### src/source/rv32_pkg.sv
////////////////////////////////////////////////////////////
// Shared definitions of the RV32I core: widths, major
// opcodes, ALU operations and controller states
////////////////////////////////////////////////////////////

package rv32_pkg;

  ////////////////////////////////////////////////////////////
  // Widths
  ////////////////////////////////////////////////////////////

  // Data and address width
  localparam int unsigned XLEN = 32;

  // Register index width
  localparam int unsigned REG_ADDR_W = 5;

  ////////////////////////////////////////////////////////////
  // Major opcodes
  ////////////////////////////////////////////////////////////

  // Only these three groups are legal, anything else traps
  typedef enum logic [6:0] {
    OPCODE_OP_IMM = 7'h13,
    OPCODE_OP     = 7'h33,
    OPCODE_LUI    = 7'h37
  } opcode_e;

  ////////////////////////////////////////////////////////////
  // ALU operations
  ////////////////////////////////////////////////////////////

  typedef enum logic [3:0] {
    ALU_ADD,
    ALU_SUB,
    ALU_SLT,
    ALU_SLTU,
    ALU_XOR,
    ALU_OR,
    ALU_AND,
    ALU_SLL,
    ALU_SRL,
    ALU_SRA
  } alu_op_e;

  // Controller states, SLEEP reports the core as idle
  typedef enum logic [1:0] {
    CTRL_BOOT,
    CTRL_RUN,
    CTRL_DRAIN,
    CTRL_SLEEP
  } ctrl_state_e;

endpackage
### src/source/rv32_core.sv
////////////////////////////////////////////////////////////
// RV32I core top level: fetch, decode/execute, register
// file, ALU and retirement trace
////////////////////////////////////////////////////////////

`timescale 1ns/1ns

module rv32_core import rv32_pkg::*; #(
  parameter bit RV32E = 1'b0
) (
  input  logic                  clk,
  input  logic                  rst_ni,
  input  logic [XLEN-1:0]       boot_addr_i,
  input  logic                  fetch_enable_i,
  output logic                  instr_req_o,
  input  logic                  instr_gnt_i,
  input  logic                  instr_rvalid_i,
  output logic [XLEN-1:0]       instr_addr_o,
  input  logic [XLEN-1:0]       instr_rdata_i,
  output logic                  core_sleep_o,
  output logic                  rvfi_valid_o,
  output logic [63:0]           rvfi_order_o,
  output logic [XLEN-1:0]       rvfi_insn_o,
  output logic                  rvfi_trap_o,
  output logic [XLEN-1:0]       rvfi_pc_rdata_o,
  output logic [XLEN-1:0]       rvfi_pc_wdata_o,
  output logic [XLEN-1:0]       rvfi_rs1_rdata_o,
  output logic [XLEN-1:0]       rvfi_rs2_rdata_o,
  output logic [REG_ADDR_W-1:0] rvfi_rd_addr_o,
  output logic [XLEN-1:0]       rvfi_rd_wdata_o
);

  // IF/ID
  logic                  instr_valid;
  logic [XLEN-1:0]       instr_rdata;
  logic [XLEN-1:0]       pc_id;
  logic                  instr_ack;
  logic                  fetch_req;
  logic                  if_busy;
  // Register file and ALU
  logic [REG_ADDR_W-1:0] raddr_a;
  logic [REG_ADDR_W-1:0] raddr_b;
  logic [XLEN-1:0]       rdata_a;
  logic [XLEN-1:0]       rdata_b;
  logic                  we;
  logic [REG_ADDR_W-1:0] waddr;
  logic [XLEN-1:0]       wdata;
  alu_op_e               alu_op;
  logic [XLEN-1:0]       operand_a;
  logic [XLEN-1:0]       operand_b;
  logic [XLEN-1:0]       alu_result;
  // Retirement
  logic                  retire;
  logic                  trap;

  ////////////////////////////////////////////////////////////
  // Stages
  ////////////////////////////////////////////////////////////

  // Bus ports, clock and reset connect by name
  rv32_if_stage u_if_stage (
    .fetch_req_i   (fetch_req),
    .instr_valid_o (instr_valid), .instr_rdata_o (instr_rdata), .pc_id_o (pc_id),
    .instr_ack_i   (instr_ack),   .if_busy_o     (if_busy),
    .*
  );

  rv32_id_stage #(.RV32E(RV32E)) u_id_stage (
    .clk             (clk),          .rst_ni          (rst_ni),
    .fetch_enable_i  (fetch_enable_i),
    .instr_valid_i   (instr_valid),  .instr_rdata_i   (instr_rdata),
    .pc_id_i         (pc_id),        .instr_ack_o     (instr_ack),
    .if_busy_i       (if_busy),      .fetch_req_o     (fetch_req),
    .rf_raddr_a_o    (raddr_a),      .rf_raddr_b_o    (raddr_b),
    .rf_rdata_a_i    (rdata_a),      .rf_rdata_b_i    (rdata_b),
    .rf_we_o         (we),           .rf_waddr_o      (waddr),
    .rf_wdata_o      (wdata),        .alu_op_o        (alu_op),
    .alu_operand_a_o (operand_a),    .alu_operand_b_o (operand_b),
    .alu_result_i    (alu_result),   .retire_o        (retire),
    .trap_o          (trap),         .core_sleep_o    (core_sleep_o)
  );

  rv32_regfile #(.RV32E(RV32E)) u_regfile (
    .clk       (clk),     .rst_ni    (rst_ni),
    .raddr_a_i (raddr_a), .raddr_b_i (raddr_b),
    .rdata_a_o (rdata_a), .rdata_b_o (rdata_b),
    .we_i      (we),      .waddr_i   (waddr),   .wdata_i (wdata)
  );

  rv32_alu u_alu (
    .alu_op_i    (alu_op),    .operand_a_i (operand_a),
    .operand_b_i (operand_b), .result_o    (alu_result)
  );

  // Trace outputs connect by name to the top ports
  rv32_tracer u_tracer (
    .retire_i    (retire),  .trap_i      (trap),
    .insn_i      (instr_rdata), .pc_i    (pc_id),
    .rs1_rdata_i (rdata_a), .rs2_rdata_i (rdata_b),
    .rd_we_i     (we),      .rd_addr_i   (waddr),   .rd_wdata_i (wdata),
    .*
  );

endmodule

### src/source/rv32_tracer.sv
////////////////////////////////////////////////////////////
// Retirement trace in RVFI style with the order counter
////////////////////////////////////////////////////////////

`timescale 1ns/1ns

module rv32_tracer import rv32_pkg::*; (
  input  logic                  clk,
  input  logic                  rst_ni,
  input  logic                  retire_i,
  input  logic                  trap_i,
  input  logic [XLEN-1:0]       insn_i,
  input  logic [XLEN-1:0]       pc_i,
  input  logic [XLEN-1:0]       rs1_rdata_i,
  input  logic [XLEN-1:0]       rs2_rdata_i,
  input  logic                  rd_we_i,
  input  logic [REG_ADDR_W-1:0] rd_addr_i,
  input  logic [XLEN-1:0]       rd_wdata_i,
  output logic                  rvfi_valid_o,
  output logic [63:0]           rvfi_order_o,
  output logic [XLEN-1:0]       rvfi_insn_o,
  output logic                  rvfi_trap_o,
  output logic [XLEN-1:0]       rvfi_pc_rdata_o,
  output logic [XLEN-1:0]       rvfi_pc_wdata_o,
  output logic [XLEN-1:0]       rvfi_rs1_rdata_o,
  output logic [XLEN-1:0]       rvfi_rs2_rdata_o,
  output logic [REG_ADDR_W-1:0] rvfi_rd_addr_o,
  output logic [XLEN-1:0]       rvfi_rd_wdata_o
);

  logic rd_keep;

  // No write or a write to x0 shows up as rd = 0
  assign rd_keep = rd_we_i & (rd_addr_i != '0);

  always_ff @(posedge clk or negedge rst_ni) begin
    if (!rst_ni) begin
      rvfi_valid_o <= 1'b0;
      rvfi_trap_o  <= 1'b0;
      rvfi_order_o <= '0;
    end else begin
      rvfi_valid_o <= retire_i;
      rvfi_order_o <= rvfi_order_o + 64'(rvfi_valid_o);
      if (retire_i) begin
        rvfi_trap_o <= trap_i;
      end
    end
  end

  always_ff @(posedge clk) begin
    if (retire_i) begin
      rvfi_insn_o      <= insn_i;
      rvfi_pc_rdata_o  <= pc_i;
      rvfi_pc_wdata_o  <= pc_i + XLEN'(4);
      rvfi_rs1_rdata_o <= rs1_rdata_i;
      rvfi_rs2_rdata_o <= rs2_rdata_i;
      rvfi_rd_addr_o   <= rd_keep ? rd_addr_i : '0;
      rvfi_rd_wdata_o  <= rd_keep ? rd_wdata_i : '0;
    end
  end

  a_order_step: assert property (@(posedge clk) disable iff (!rst_ni)
    !$stable(rvfi_order_o) |-> $past(rvfi_valid_o));

endmodule

### src/source/rv32_alu.sv
////////////////////////////////////////////////////////////
// Integer ALU: add, subtract, compare, logic and shifts
////////////////////////////////////////////////////////////

`timescale 1ns/1ns

module rv32_alu import rv32_pkg::*; (
  input  alu_op_e         alu_op_i,
  input  logic [XLEN-1:0] operand_a_i,
  input  logic [XLEN-1:0] operand_b_i,
  output logic [XLEN-1:0] result_o
);

  logic [4:0] shamt;
  logic       lt_signed;
  logic       lt_unsigned;

  // Shift amount from the low bits of operand b
  assign shamt = operand_b_i[4:0];

  assign lt_signed   = $signed(operand_a_i) < $signed(operand_b_i);
  assign lt_unsigned = operand_a_i < operand_b_i;

  always_comb begin
    unique case (alu_op_i)
      ALU_ADD:  result_o = operand_a_i + operand_b_i;
      ALU_SUB:  result_o = operand_a_i - operand_b_i;
      ALU_SLT:  result_o = {{(XLEN-1){1'b0}}, lt_signed};
      ALU_SLTU: result_o = {{(XLEN-1){1'b0}}, lt_unsigned};
      ALU_XOR:  result_o = operand_a_i ^ operand_b_i;
      ALU_OR:   result_o = operand_a_i | operand_b_i;
      ALU_AND:  result_o = operand_a_i & operand_b_i;
      ALU_SLL:  result_o = operand_a_i << shamt;
      ALU_SRL:  result_o = operand_a_i >> shamt;
      ALU_SRA:  result_o = $unsigned($signed(operand_a_i) >>> shamt);
      default:  result_o = '0;
    endcase
  end

endmodule

### src/source/rv32_regfile.sv
////////////////////////////////////////////////////////////
// Register file, two read ports and one write port
////////////////////////////////////////////////////////////

`timescale 1ns/1ns

module rv32_regfile import rv32_pkg::*; #(
  parameter bit RV32E = 1'b0
) (
  input  logic                  clk,
  input  logic                  rst_ni,
  input  logic [REG_ADDR_W-1:0] raddr_a_i,
  input  logic [REG_ADDR_W-1:0] raddr_b_i,
  output logic [XLEN-1:0]       rdata_a_o,
  output logic [XLEN-1:0]       rdata_b_o,
  input  logic                  we_i,
  input  logic [REG_ADDR_W-1:0] waddr_i,
  input  logic [XLEN-1:0]       wdata_i
);

  localparam int unsigned NumRegs = RV32E ? 16 : 32;
  localparam int unsigned AddrW   = RV32E ? 4 : 5;

  logic [XLEN-1:0] regs_q [NumRegs];

  // x0 is never written and so reads zero
  always_ff @(posedge clk or negedge rst_ni) begin
    if (!rst_ni) begin
      for (int i = 0; i < NumRegs; i++) begin
        regs_q[i] <= '0;
      end
    end else if (we_i && waddr_i != '0) begin
      regs_q[waddr_i[AddrW-1:0]] <= wdata_i;
    end
  end

  assign rdata_a_o = regs_q[raddr_a_i[AddrW-1:0]];
  assign rdata_b_o = regs_q[raddr_b_i[AddrW-1:0]];

endmodule

### src/source/rv32_id_stage.sv
////////////////////////////////////////////////////////////
// Decode and execute: decoder, operand and write-back
// select, controller FSM and the sleep output
////////////////////////////////////////////////////////////

`timescale 1ns/1ns

module rv32_id_stage import rv32_pkg::*; #(
  parameter bit RV32E = 1'b0
) (
  input  logic                  clk,
  input  logic                  rst_ni,
  input  logic                  fetch_enable_i,
  input  logic                  instr_valid_i,
  input  logic [XLEN-1:0]       instr_rdata_i,
  input  logic [XLEN-1:0]       pc_id_i,
  output logic                  instr_ack_o,
  input  logic                  if_busy_i,
  output logic                  fetch_req_o,
  output logic [REG_ADDR_W-1:0] rf_raddr_a_o,
  output logic [REG_ADDR_W-1:0] rf_raddr_b_o,
  input  logic [XLEN-1:0]       rf_rdata_a_i,
  input  logic [XLEN-1:0]       rf_rdata_b_i,
  output logic                  rf_we_o,
  output logic [REG_ADDR_W-1:0] rf_waddr_o,
  output logic [XLEN-1:0]       rf_wdata_o,
  output alu_op_e               alu_op_o,
  output logic [XLEN-1:0]       alu_operand_a_o,
  output logic [XLEN-1:0]       alu_operand_b_o,
  input  logic [XLEN-1:0]       alu_result_i,
  output logic                  retire_o,
  output logic                  trap_o,
  output logic                  core_sleep_o
);

  opcode_e               opcode;
  logic [2:0]            funct3;
  logic [6:0]            funct7;
  logic [REG_ADDR_W-1:0] rs1;
  logic [REG_ADDR_W-1:0] rs2;
  logic [REG_ADDR_W-1:0] rd;
  logic [XLEN-1:0]       imm_i;
  logic [XLEN-1:0]       imm_u;
  logic                  alt_op;
  logic                  legal;
  logic                  reg_bad;
  ctrl_state_e           state_q;
  ctrl_state_e           state_d;
  logic                  core_sleep_q;

  ////////////////////////////////////////////////////////////
  // Decoder
  ////////////////////////////////////////////////////////////

  assign opcode = opcode_e'(instr_rdata_i[6:0]);
  assign rd     = instr_rdata_i[11:7];
  assign funct3 = instr_rdata_i[14:12];
  assign rs1    = instr_rdata_i[19:15];
  assign rs2    = instr_rdata_i[24:20];
  assign funct7 = instr_rdata_i[31:25];
  assign imm_i  = {{20{instr_rdata_i[31]}}, instr_rdata_i[31:20]};
  assign imm_u  = {instr_rdata_i[31:12], 12'b0};

  // SUB needs the OP group, SRA/SRAI exist in both
  assign alt_op = funct7[5] & ((opcode == OPCODE_OP) | (funct3 == 3'b101));

  always_comb begin
    legal   = 1'b0;
    reg_bad = 1'b0;
    case (opcode)
      OPCODE_LUI: begin
        legal   = 1'b1;
        reg_bad = RV32E & rd[4];
      end
      OPCODE_OP_IMM: begin
        legal = (funct3 == 3'b001) ? (funct7 == 7'h00) :
                (funct3 == 3'b101) ? (funct7 == 7'h00 || funct7 == 7'h20) : 1'b1;
        reg_bad = RV32E & (rd[4] | rs1[4]);
      end
      OPCODE_OP: begin
        legal = (funct7 == 7'h00) ||
                (funct7 == 7'h20 && (funct3 == 3'b000 || funct3 == 3'b101));
        reg_bad = RV32E & (rd[4] | rs1[4] | rs2[4]);
      end
      default: legal = 1'b0;
    endcase
  end

  always_comb begin
    unique case (funct3)
      3'b000:  alu_op_o = alt_op ? ALU_SUB : ALU_ADD;
      3'b001:  alu_op_o = ALU_SLL;
      3'b010:  alu_op_o = ALU_SLT;
      3'b011:  alu_op_o = ALU_SLTU;
      3'b100:  alu_op_o = ALU_XOR;
      3'b101:  alu_op_o = alt_op ? ALU_SRA : ALU_SRL;
      3'b110:  alu_op_o = ALU_OR;
      default: alu_op_o = ALU_AND;
    endcase
  end

  // Operands and write-back, LUI bypasses the ALU
  assign rf_raddr_a_o    = rs1;
  assign rf_raddr_b_o    = rs2;
  assign alu_operand_a_o = rf_rdata_a_i;
  assign alu_operand_b_o = (opcode == OPCODE_OP) ? rf_rdata_b_i : imm_i;
  assign rf_waddr_o      = rd;
  assign rf_wdata_o      = (opcode == OPCODE_LUI) ? imm_u : alu_result_i;
  assign rf_we_o         = instr_valid_i & legal & ~reg_bad;

  // Every valid instruction executes in one cycle
  assign instr_ack_o = instr_valid_i;
  assign retire_o    = instr_valid_i;
  assign trap_o      = ~legal | reg_bad;

  ////////////////////////////////////////////////////////////
  // Controller
  ////////////////////////////////////////////////////////////

  always_comb begin
    state_d = state_q;
    case (state_q)
      CTRL_BOOT:  if (fetch_enable_i) state_d = CTRL_RUN;
      CTRL_RUN:   if (!fetch_enable_i) state_d = CTRL_DRAIN;
      CTRL_DRAIN: begin
        if (fetch_enable_i) begin
          state_d = CTRL_RUN;
        end else if (!if_busy_i && !instr_valid_i) begin
          state_d = CTRL_SLEEP;
        end
      end
      default:    if (fetch_enable_i) state_d = CTRL_RUN;
    endcase
  end

  always_ff @(posedge clk or negedge rst_ni) begin
    if (!rst_ni) begin
      state_q      <= CTRL_BOOT;
      core_sleep_q <= 1'b0;
    end else begin
      state_q      <= state_d;
      // Rises a cycle after entry, drops when leaving
      core_sleep_q <= (state_q == CTRL_SLEEP) && (state_d == CTRL_SLEEP);
    end
  end

  assign fetch_req_o  = (state_q == CTRL_RUN);
  assign core_sleep_o = core_sleep_q;

  a_retire_state: assert property (@(posedge clk) disable iff (!rst_ni)
    retire_o |-> instr_valid_i && (state_q inside {CTRL_RUN, CTRL_DRAIN}));

  a_sleep_idle: assert property (@(posedge clk) disable iff (!rst_ni)
    core_sleep_o |-> !if_busy_i && !instr_valid_i);

endmodule

### src/source/rv32_if_stage.sv
////////////////////////////////////////////////////////////
// Instruction fetch: fetch PC, bus request with one request
// outstanding, and the IF/ID instruction register
////////////////////////////////////////////////////////////

`timescale 1ns/1ns

module rv32_if_stage import rv32_pkg::*; (
  input  logic            clk,
  input  logic            rst_ni,
  input  logic [XLEN-1:0] boot_addr_i,
  input  logic            fetch_req_i,
  // Instruction bus
  output logic            instr_req_o,
  input  logic            instr_gnt_i,
  input  logic            instr_rvalid_i,
  output logic [XLEN-1:0] instr_addr_o,
  input  logic [XLEN-1:0] instr_rdata_i,
  // To ID stage
  output logic            instr_valid_o,
  output logic [XLEN-1:0] instr_rdata_o,
  output logic [XLEN-1:0] pc_id_o,
  input  logic            instr_ack_i,
  output logic            if_busy_o
);

  logic            req_q;
  logic            outst_q;
  logic            started_q;
  logic            instr_valid_q;
  logic [XLEN-1:0] fetch_pc_q;
  logic [XLEN-1:0] fetch_addr;
  logic [XLEN-1:0] instr_rdata_q;
  logic [XLEN-1:0] pc_id_q;
  logic            req_start;
  logic            gnt;

  // First fetch after reset goes to the boot address
  assign fetch_addr = started_q ? fetch_pc_q : boot_addr_i;

  // New request needs a free slot in the IF/ID register
  assign req_start = fetch_req_i & ~req_q & ~outst_q & (~instr_valid_q | instr_ack_i);

  assign instr_req_o  = req_q | req_start;
  assign instr_addr_o = fetch_addr;
  assign gnt          = instr_req_o & instr_gnt_i;

  always_ff @(posedge clk or negedge rst_ni) begin
    if (!rst_ni) begin
      req_q         <= 1'b0;
      outst_q       <= 1'b0;
      started_q     <= 1'b0;
      instr_valid_q <= 1'b0;
      fetch_pc_q    <= '0;
    end else begin
      // Address phase stays open until granted
      req_q <= instr_req_o & ~instr_gnt_i;
      if (instr_rvalid_i) begin
        outst_q <= 1'b0;
      end
      if (gnt) begin
        outst_q    <= 1'b1;
        started_q  <= 1'b1;
        fetch_pc_q <= fetch_addr + XLEN'(4);
      end
      if (instr_rvalid_i) begin
        instr_valid_q <= 1'b1;
      end else if (instr_ack_i) begin
        instr_valid_q <= 1'b0;
      end
    end
  end

  // Fetch PC has already stepped past the word in flight
  always_ff @(posedge clk) begin
    if (instr_rvalid_i) begin
      instr_rdata_q <= instr_rdata_i;
      pc_id_q       <= fetch_pc_q - XLEN'(4);
    end
  end

  assign instr_valid_o = instr_valid_q;
  assign instr_rdata_o = instr_rdata_q;
  assign pc_id_o       = pc_id_q;
  assign if_busy_o     = instr_req_o | outst_q;

  // Bus rule checks
  a_addr_stable: assert property (@(posedge clk) disable iff (!rst_ni)
    instr_req_o && !instr_gnt_i |=> instr_req_o && $stable(instr_addr_o));

  a_rvalid_outst: assert property (@(posedge clk) disable iff (!rst_ni)
    instr_rvalid_i |-> outst_q);

endmodule

### config.mk
export PLATFORM = sky130hd
export DESIGN_NAME = rv32_core
export DESIGN_NICKNAME = d
export VERILOG_FILES = /design/src/source/rv32_pkg.sv /design/src/source/rv32_core.sv /design/src/source/rv32_tracer.sv /design/src/source/rv32_alu.sv /design/src/source/rv32_regfile.sv /design/src/source/rv32_id_stage.sv /design/src/source/rv32_if_stage.sv
export SDC_FILE = /design/constraint.sdc
export NUM_CORES = 2
export LEC_CHECK = 0
export BUFFER_PORTS_ARGS = -buffer_cell sky130_fd_sc_hd__buf_4
export CAP_MARGIN = 20
export CORE_UTILIZATION = 30
export CTS_CLUSTER_DIAMETER = 150
export DETAILED_ROUTE_END_ITERATION = 8
export PLACE_DENSITY = 0.45
export SETUP_SLACK_MARGIN = 0.1
export SYNTH_ARGS = -nofsm -noshare
export SYNTH_HDL_FRONTEND = slang
export SYNTH_HIERARCHICAL = 1
export SYNTH_SLANG_ARGS = --single-unit
### constraint.sdc
create_clock -name clk -period 17.4 [get_ports clk]
set_input_delay 3.48 -clock clk [delete_from_list [all_inputs] [get_ports clk]]
set_output_delay 3.48 -clock clk [all_outputs]
set_load 0.1 [all_outputs]
==> results_dict.tcl <==
set metrics [dict create \
    status "finished clean" \
    synth-async-reset-ratio_pct 81.34 \
    cts-root-buf "clkbuf_16" \
    synth-simple-area-share_pct 8.257 \
    gp_congestion 0.9319 \
    hold_viol 0 \
    cts_hold_buffers 0 \
    ys.flop_type "dfrtp_1" \
    cts_resized 0 \
    tightest_slew_ns 1.218 \
    powerDensity_mw_per_mm2 116.1 \
    grt_pass1_wl_mm 454.1 \
    relSlewSlack_pct 18.83 \
    drt_iter0_markers 5297 \
    clk_pin_slew_worst_paths_ns 0.06 \
    synth_area_leaders "dfrtp_1, mux2_2, mux2i_1" \
    fin_ws_ns 8.455 \
    hold_class "flop to flop" \
    vias_per_cell 5.515 \
    io_buffers 365 \
    grt_max_degree 159 \
    cap_violations 0 \
    synth_top_family_by_area "multiplexers" \
    worstSkewPairLatency_ns 0.86 \
    critPathKind "flop to flop" \
    cp_max_fo 108 \
    dieArea_mm2 0.2701 \
    synth_nets 7218 \
    avgSynthCellArea_um2 11.42 \
    drive_above_1_share_pct 27.43 \
    synth-adder-area-share_pct 1.696 \
    die_height_um 519.7 \
    cts_tree "yes" \
    critPathLaunchType "flop" \
    rsz0062_at_grt "false" \
    fmax_mhz 111.8 \
    wl_mm 321.9 \
    die_x_um 519.7 \
    start_util_pct 30.25 \
    synth-xor-area-share_pct 1.776 \
    final_nets 7269 \
    gr-total-overflow 0 \
    cts_sinks 1388 \
    yosysTopAreaCellShare_pct 35.14 \
    yosysWarningCount 6 \
    cp.arrival_ns 9.66 \
    cts_buffer_depth 3 \
    syn_inst 7042 \
    max-vdd-ir-drop_mv 0.09546 \
    min_period_ns 8.945 \
    ios 366 \
    antenna_found_initial 29 \
    htreeDepth 4 \
    layout.cells.non_filler 10780 \
    synth_edf_count 259 \
    synth_most_common_cell "dfrtp_1" \
    power.leakage_nw 42.68 \
    setup_viol 0 \
    min_period_over_period_pct 51.41 \
    numCtsBuffers 170 \
    ys_top_cells_by_count "dfrtp_1, mux2i_1, mux2_2, nand2_1, a21oi_1" \
    synth-compound-area-share_pct 9.012 \
    ys_seq_elements 1388 \
    dp_hpwl_mm 199.5 \
    synth_mux_area_share_pct 29.28 \
    netlist_area_mm2 0.08040 \
    area_growth_pct 13.65 \
    core_mm2 0.2658 \
    synth_cell_types 111 \
    setup_tns_ns 0 \
    yosys.area.top_type "dfrtp_1" \
    dp.cells 10450 \
    rows 189 \
    ys_seq_area_share_pct 44.81 \
    grt_pass1_vias 59210 \
    critPathCaptureType "flop" \
    groute.usage.overall_pct 23.19 \
    slew_viol_final 0 \
    drc_errors 0 \
    dpl_worst_slack_ns 8.641 \
    cts_setup_buffers 0 \
    routedWlPerCell_um 29.87 \
    num_vias 59430 \
    antenna_left 0 \
    fin_skew_ns 0.07069 \
    firstDrtPassIters 5 \
    crit_required_ns 18.11 \
]
==> through the flow <==
stage                     hold WS, ns  area [um^2]  utilization, %  power (mW)
after CTS                      0.3997        91290           34.34       10.69
after floorplan                0.4003        80400               -       5.987
after detailed placement       0.3876        85590           32.20       7.029
final                          0.3960        91380           34.38       10.61
after global placement         0.3838        85570           32.20       7.023
after global routing           0.4089        91360           34.37       11.00
==> final cells by class <==
cell class | count | area, um^2
fill | 26580 | 174400
clock buffer | 259 | 4971
inverter | 129 | 484.2
timing repair buffer | 544 | 4314
antenna | 8 | 20.02
clock inverter | 56 | 728.2
tap | 3533 | 4420
multi-input combinational | 4860 | 40410
sequential | 1388 | 36030
==> logic make-up (layout without fill, tap and decap cells) <==
group | after synthesis | in the layout
and+or+nand+nor | 1346 | 1346
other | 0 | 8
AOI/OAI and AO/OA | 1062 | 1062
adders and majority gates | 108 | 108
DFF | 1388 | 1388
muxes | 2181 | 2181
xor gates and xnor gates | 163 | 163
buffers and inverters | 794 | 988
==> final timing paths <==
path	cells past startpoint	endpoint	slack (ns)	startpoint
min in group asynchronous	1	u_regfile/regs_q[337]$_DFFE_PN0P_	2.70	rst_ni
max in group asynchronous	4	u_if_stage/instr_valid_o$_DFFE_PN0P_	11.42	rst_ni
hold / removal	0	u_regfile/regs_q[1005]$_DFFE_PN0P_	0.40	u_regfile/regs_q[1005]$_DFFE_PN0P_
setup reg to reg	22	u_regfile/regs_q[606]$_DFFE_PN0P_	8.45	u_if_stage/instr_rdata_o[21]$_DFFE_PP_
hold reg to reg	0	u_regfile/regs_q[1005]$_DFFE_PN0P_	0.40	u_regfile/regs_q[1005]$_DFFE_PN0P_
setup / recovery	22	u_regfile/regs_q[606]$_DFFE_PN0P_	8.45	u_if_stage/instr_rdata_o[21]$_DFFE_PP_
==> per-layer routing <==
metal / share of wire [%] / GRT usage [%] / vias up
li1: - / - / 25870
met1: 45 / 31.70 / 31090
met2: 46 / 37.30 / 1984
met3: 5.4 / 3.355 / 484
met4: 3.5 / 8.052 / 2
met5: 0.0040 / 0 / -
==> flip-flops by register name (all words and copies together), names as in the netlist, 2 cells and up <==
register	cells
u_tracer/rvfi_rs1_rdata_o	32
u_if_stage/instr_rdata_o	32
u_if_stage/fetch_pc_q	32
u_tracer/rvfi_pc_rdata_o	32
u_if_stage/pc_id_o	32
u_tracer/rvfi_rd_addr_o	5
u_tracer/rvfi_order_o	64
u_tracer/rvfi_pc_wdata_o	30
u_tracer/rvfi_rs2_rdata_o	32
u_id_stage/state_q	2
u_tracer/rvfi_rd_wdata_o	32
u_regfile/regs_q	1024
u_tracer/rvfi_insn_o	32
==> critical path: stages, from the launching register on <==
cell      delay [ns]
edfxtp_1        0.40
buf_4           0.63
buf_4           0.81
buf_12          0.64
mux2i_1         0.17
a22oi_1         0.31
nand3_1         0.14
nand3_1         0.26
mux2_4          0.60
buf_4           0.68
ha_1            0.31
fa_1            0.27
o21bai_1        0.10
a31oi_1         0.25
a211o_1         0.23
nand2_1         0.12
a211oi_2        0.54
o221ai_1        0.25
a21oi_1         0.22
mux2i_1         0.26
nand3_1         0.11
mux2_1          0.73
mux2_1          0.49
==> placed cells by master, fill, tap and decap left out, types with 18 or more instances in the layout <==
| master | count |
|---|---|
| a21oi_1 | 313 |
| a221oi_1 | 27 |
| a22o_1 | 128 |
| a22oi_1 | 205 |
| a31oi_1 | 79 |
| and2_1 | 45 |
| and3_1 | 21 |
| buf_4 | 526 |
| clkbuf_1 | 53 |
| clkbuf_16 | 172 |
| clkbuf_8 | 34 |
| clkinv_2 | 19 |
| dfrtp_1 | 1127 |
| edfxtp_1 | 259 |
| ha_1 | 105 |
| inv_1 | 122 |
| mux2_1 | 45 |
| mux2_2 | 1011 |
| mux2i_1 | 1093 |
| mux4_2 | 31 |
| nand2_1 | 423 |
| nand2_2 | 18 |
| nand2b_1 | 28 |
| nand3_1 | 259 |
| nand4_1 | 44 |
| nor2_1 | 219 |
| nor2_4 | 18 |
| nor3_1 | 109 |
| o211ai_1 | 24 |
| o21ai_0 | 115 |
| or3_1 | 19 |
| xnor2_1 | 81 |
| xor2_1 | 82 |
==> report_power, final <==
group / internal, mW / switching [mW]
sequential: 3.56 / 0.198
clock: 2.08 / 1.53
combinational: 0.805 / 2.44
Power figures use the tool's default switching activity.
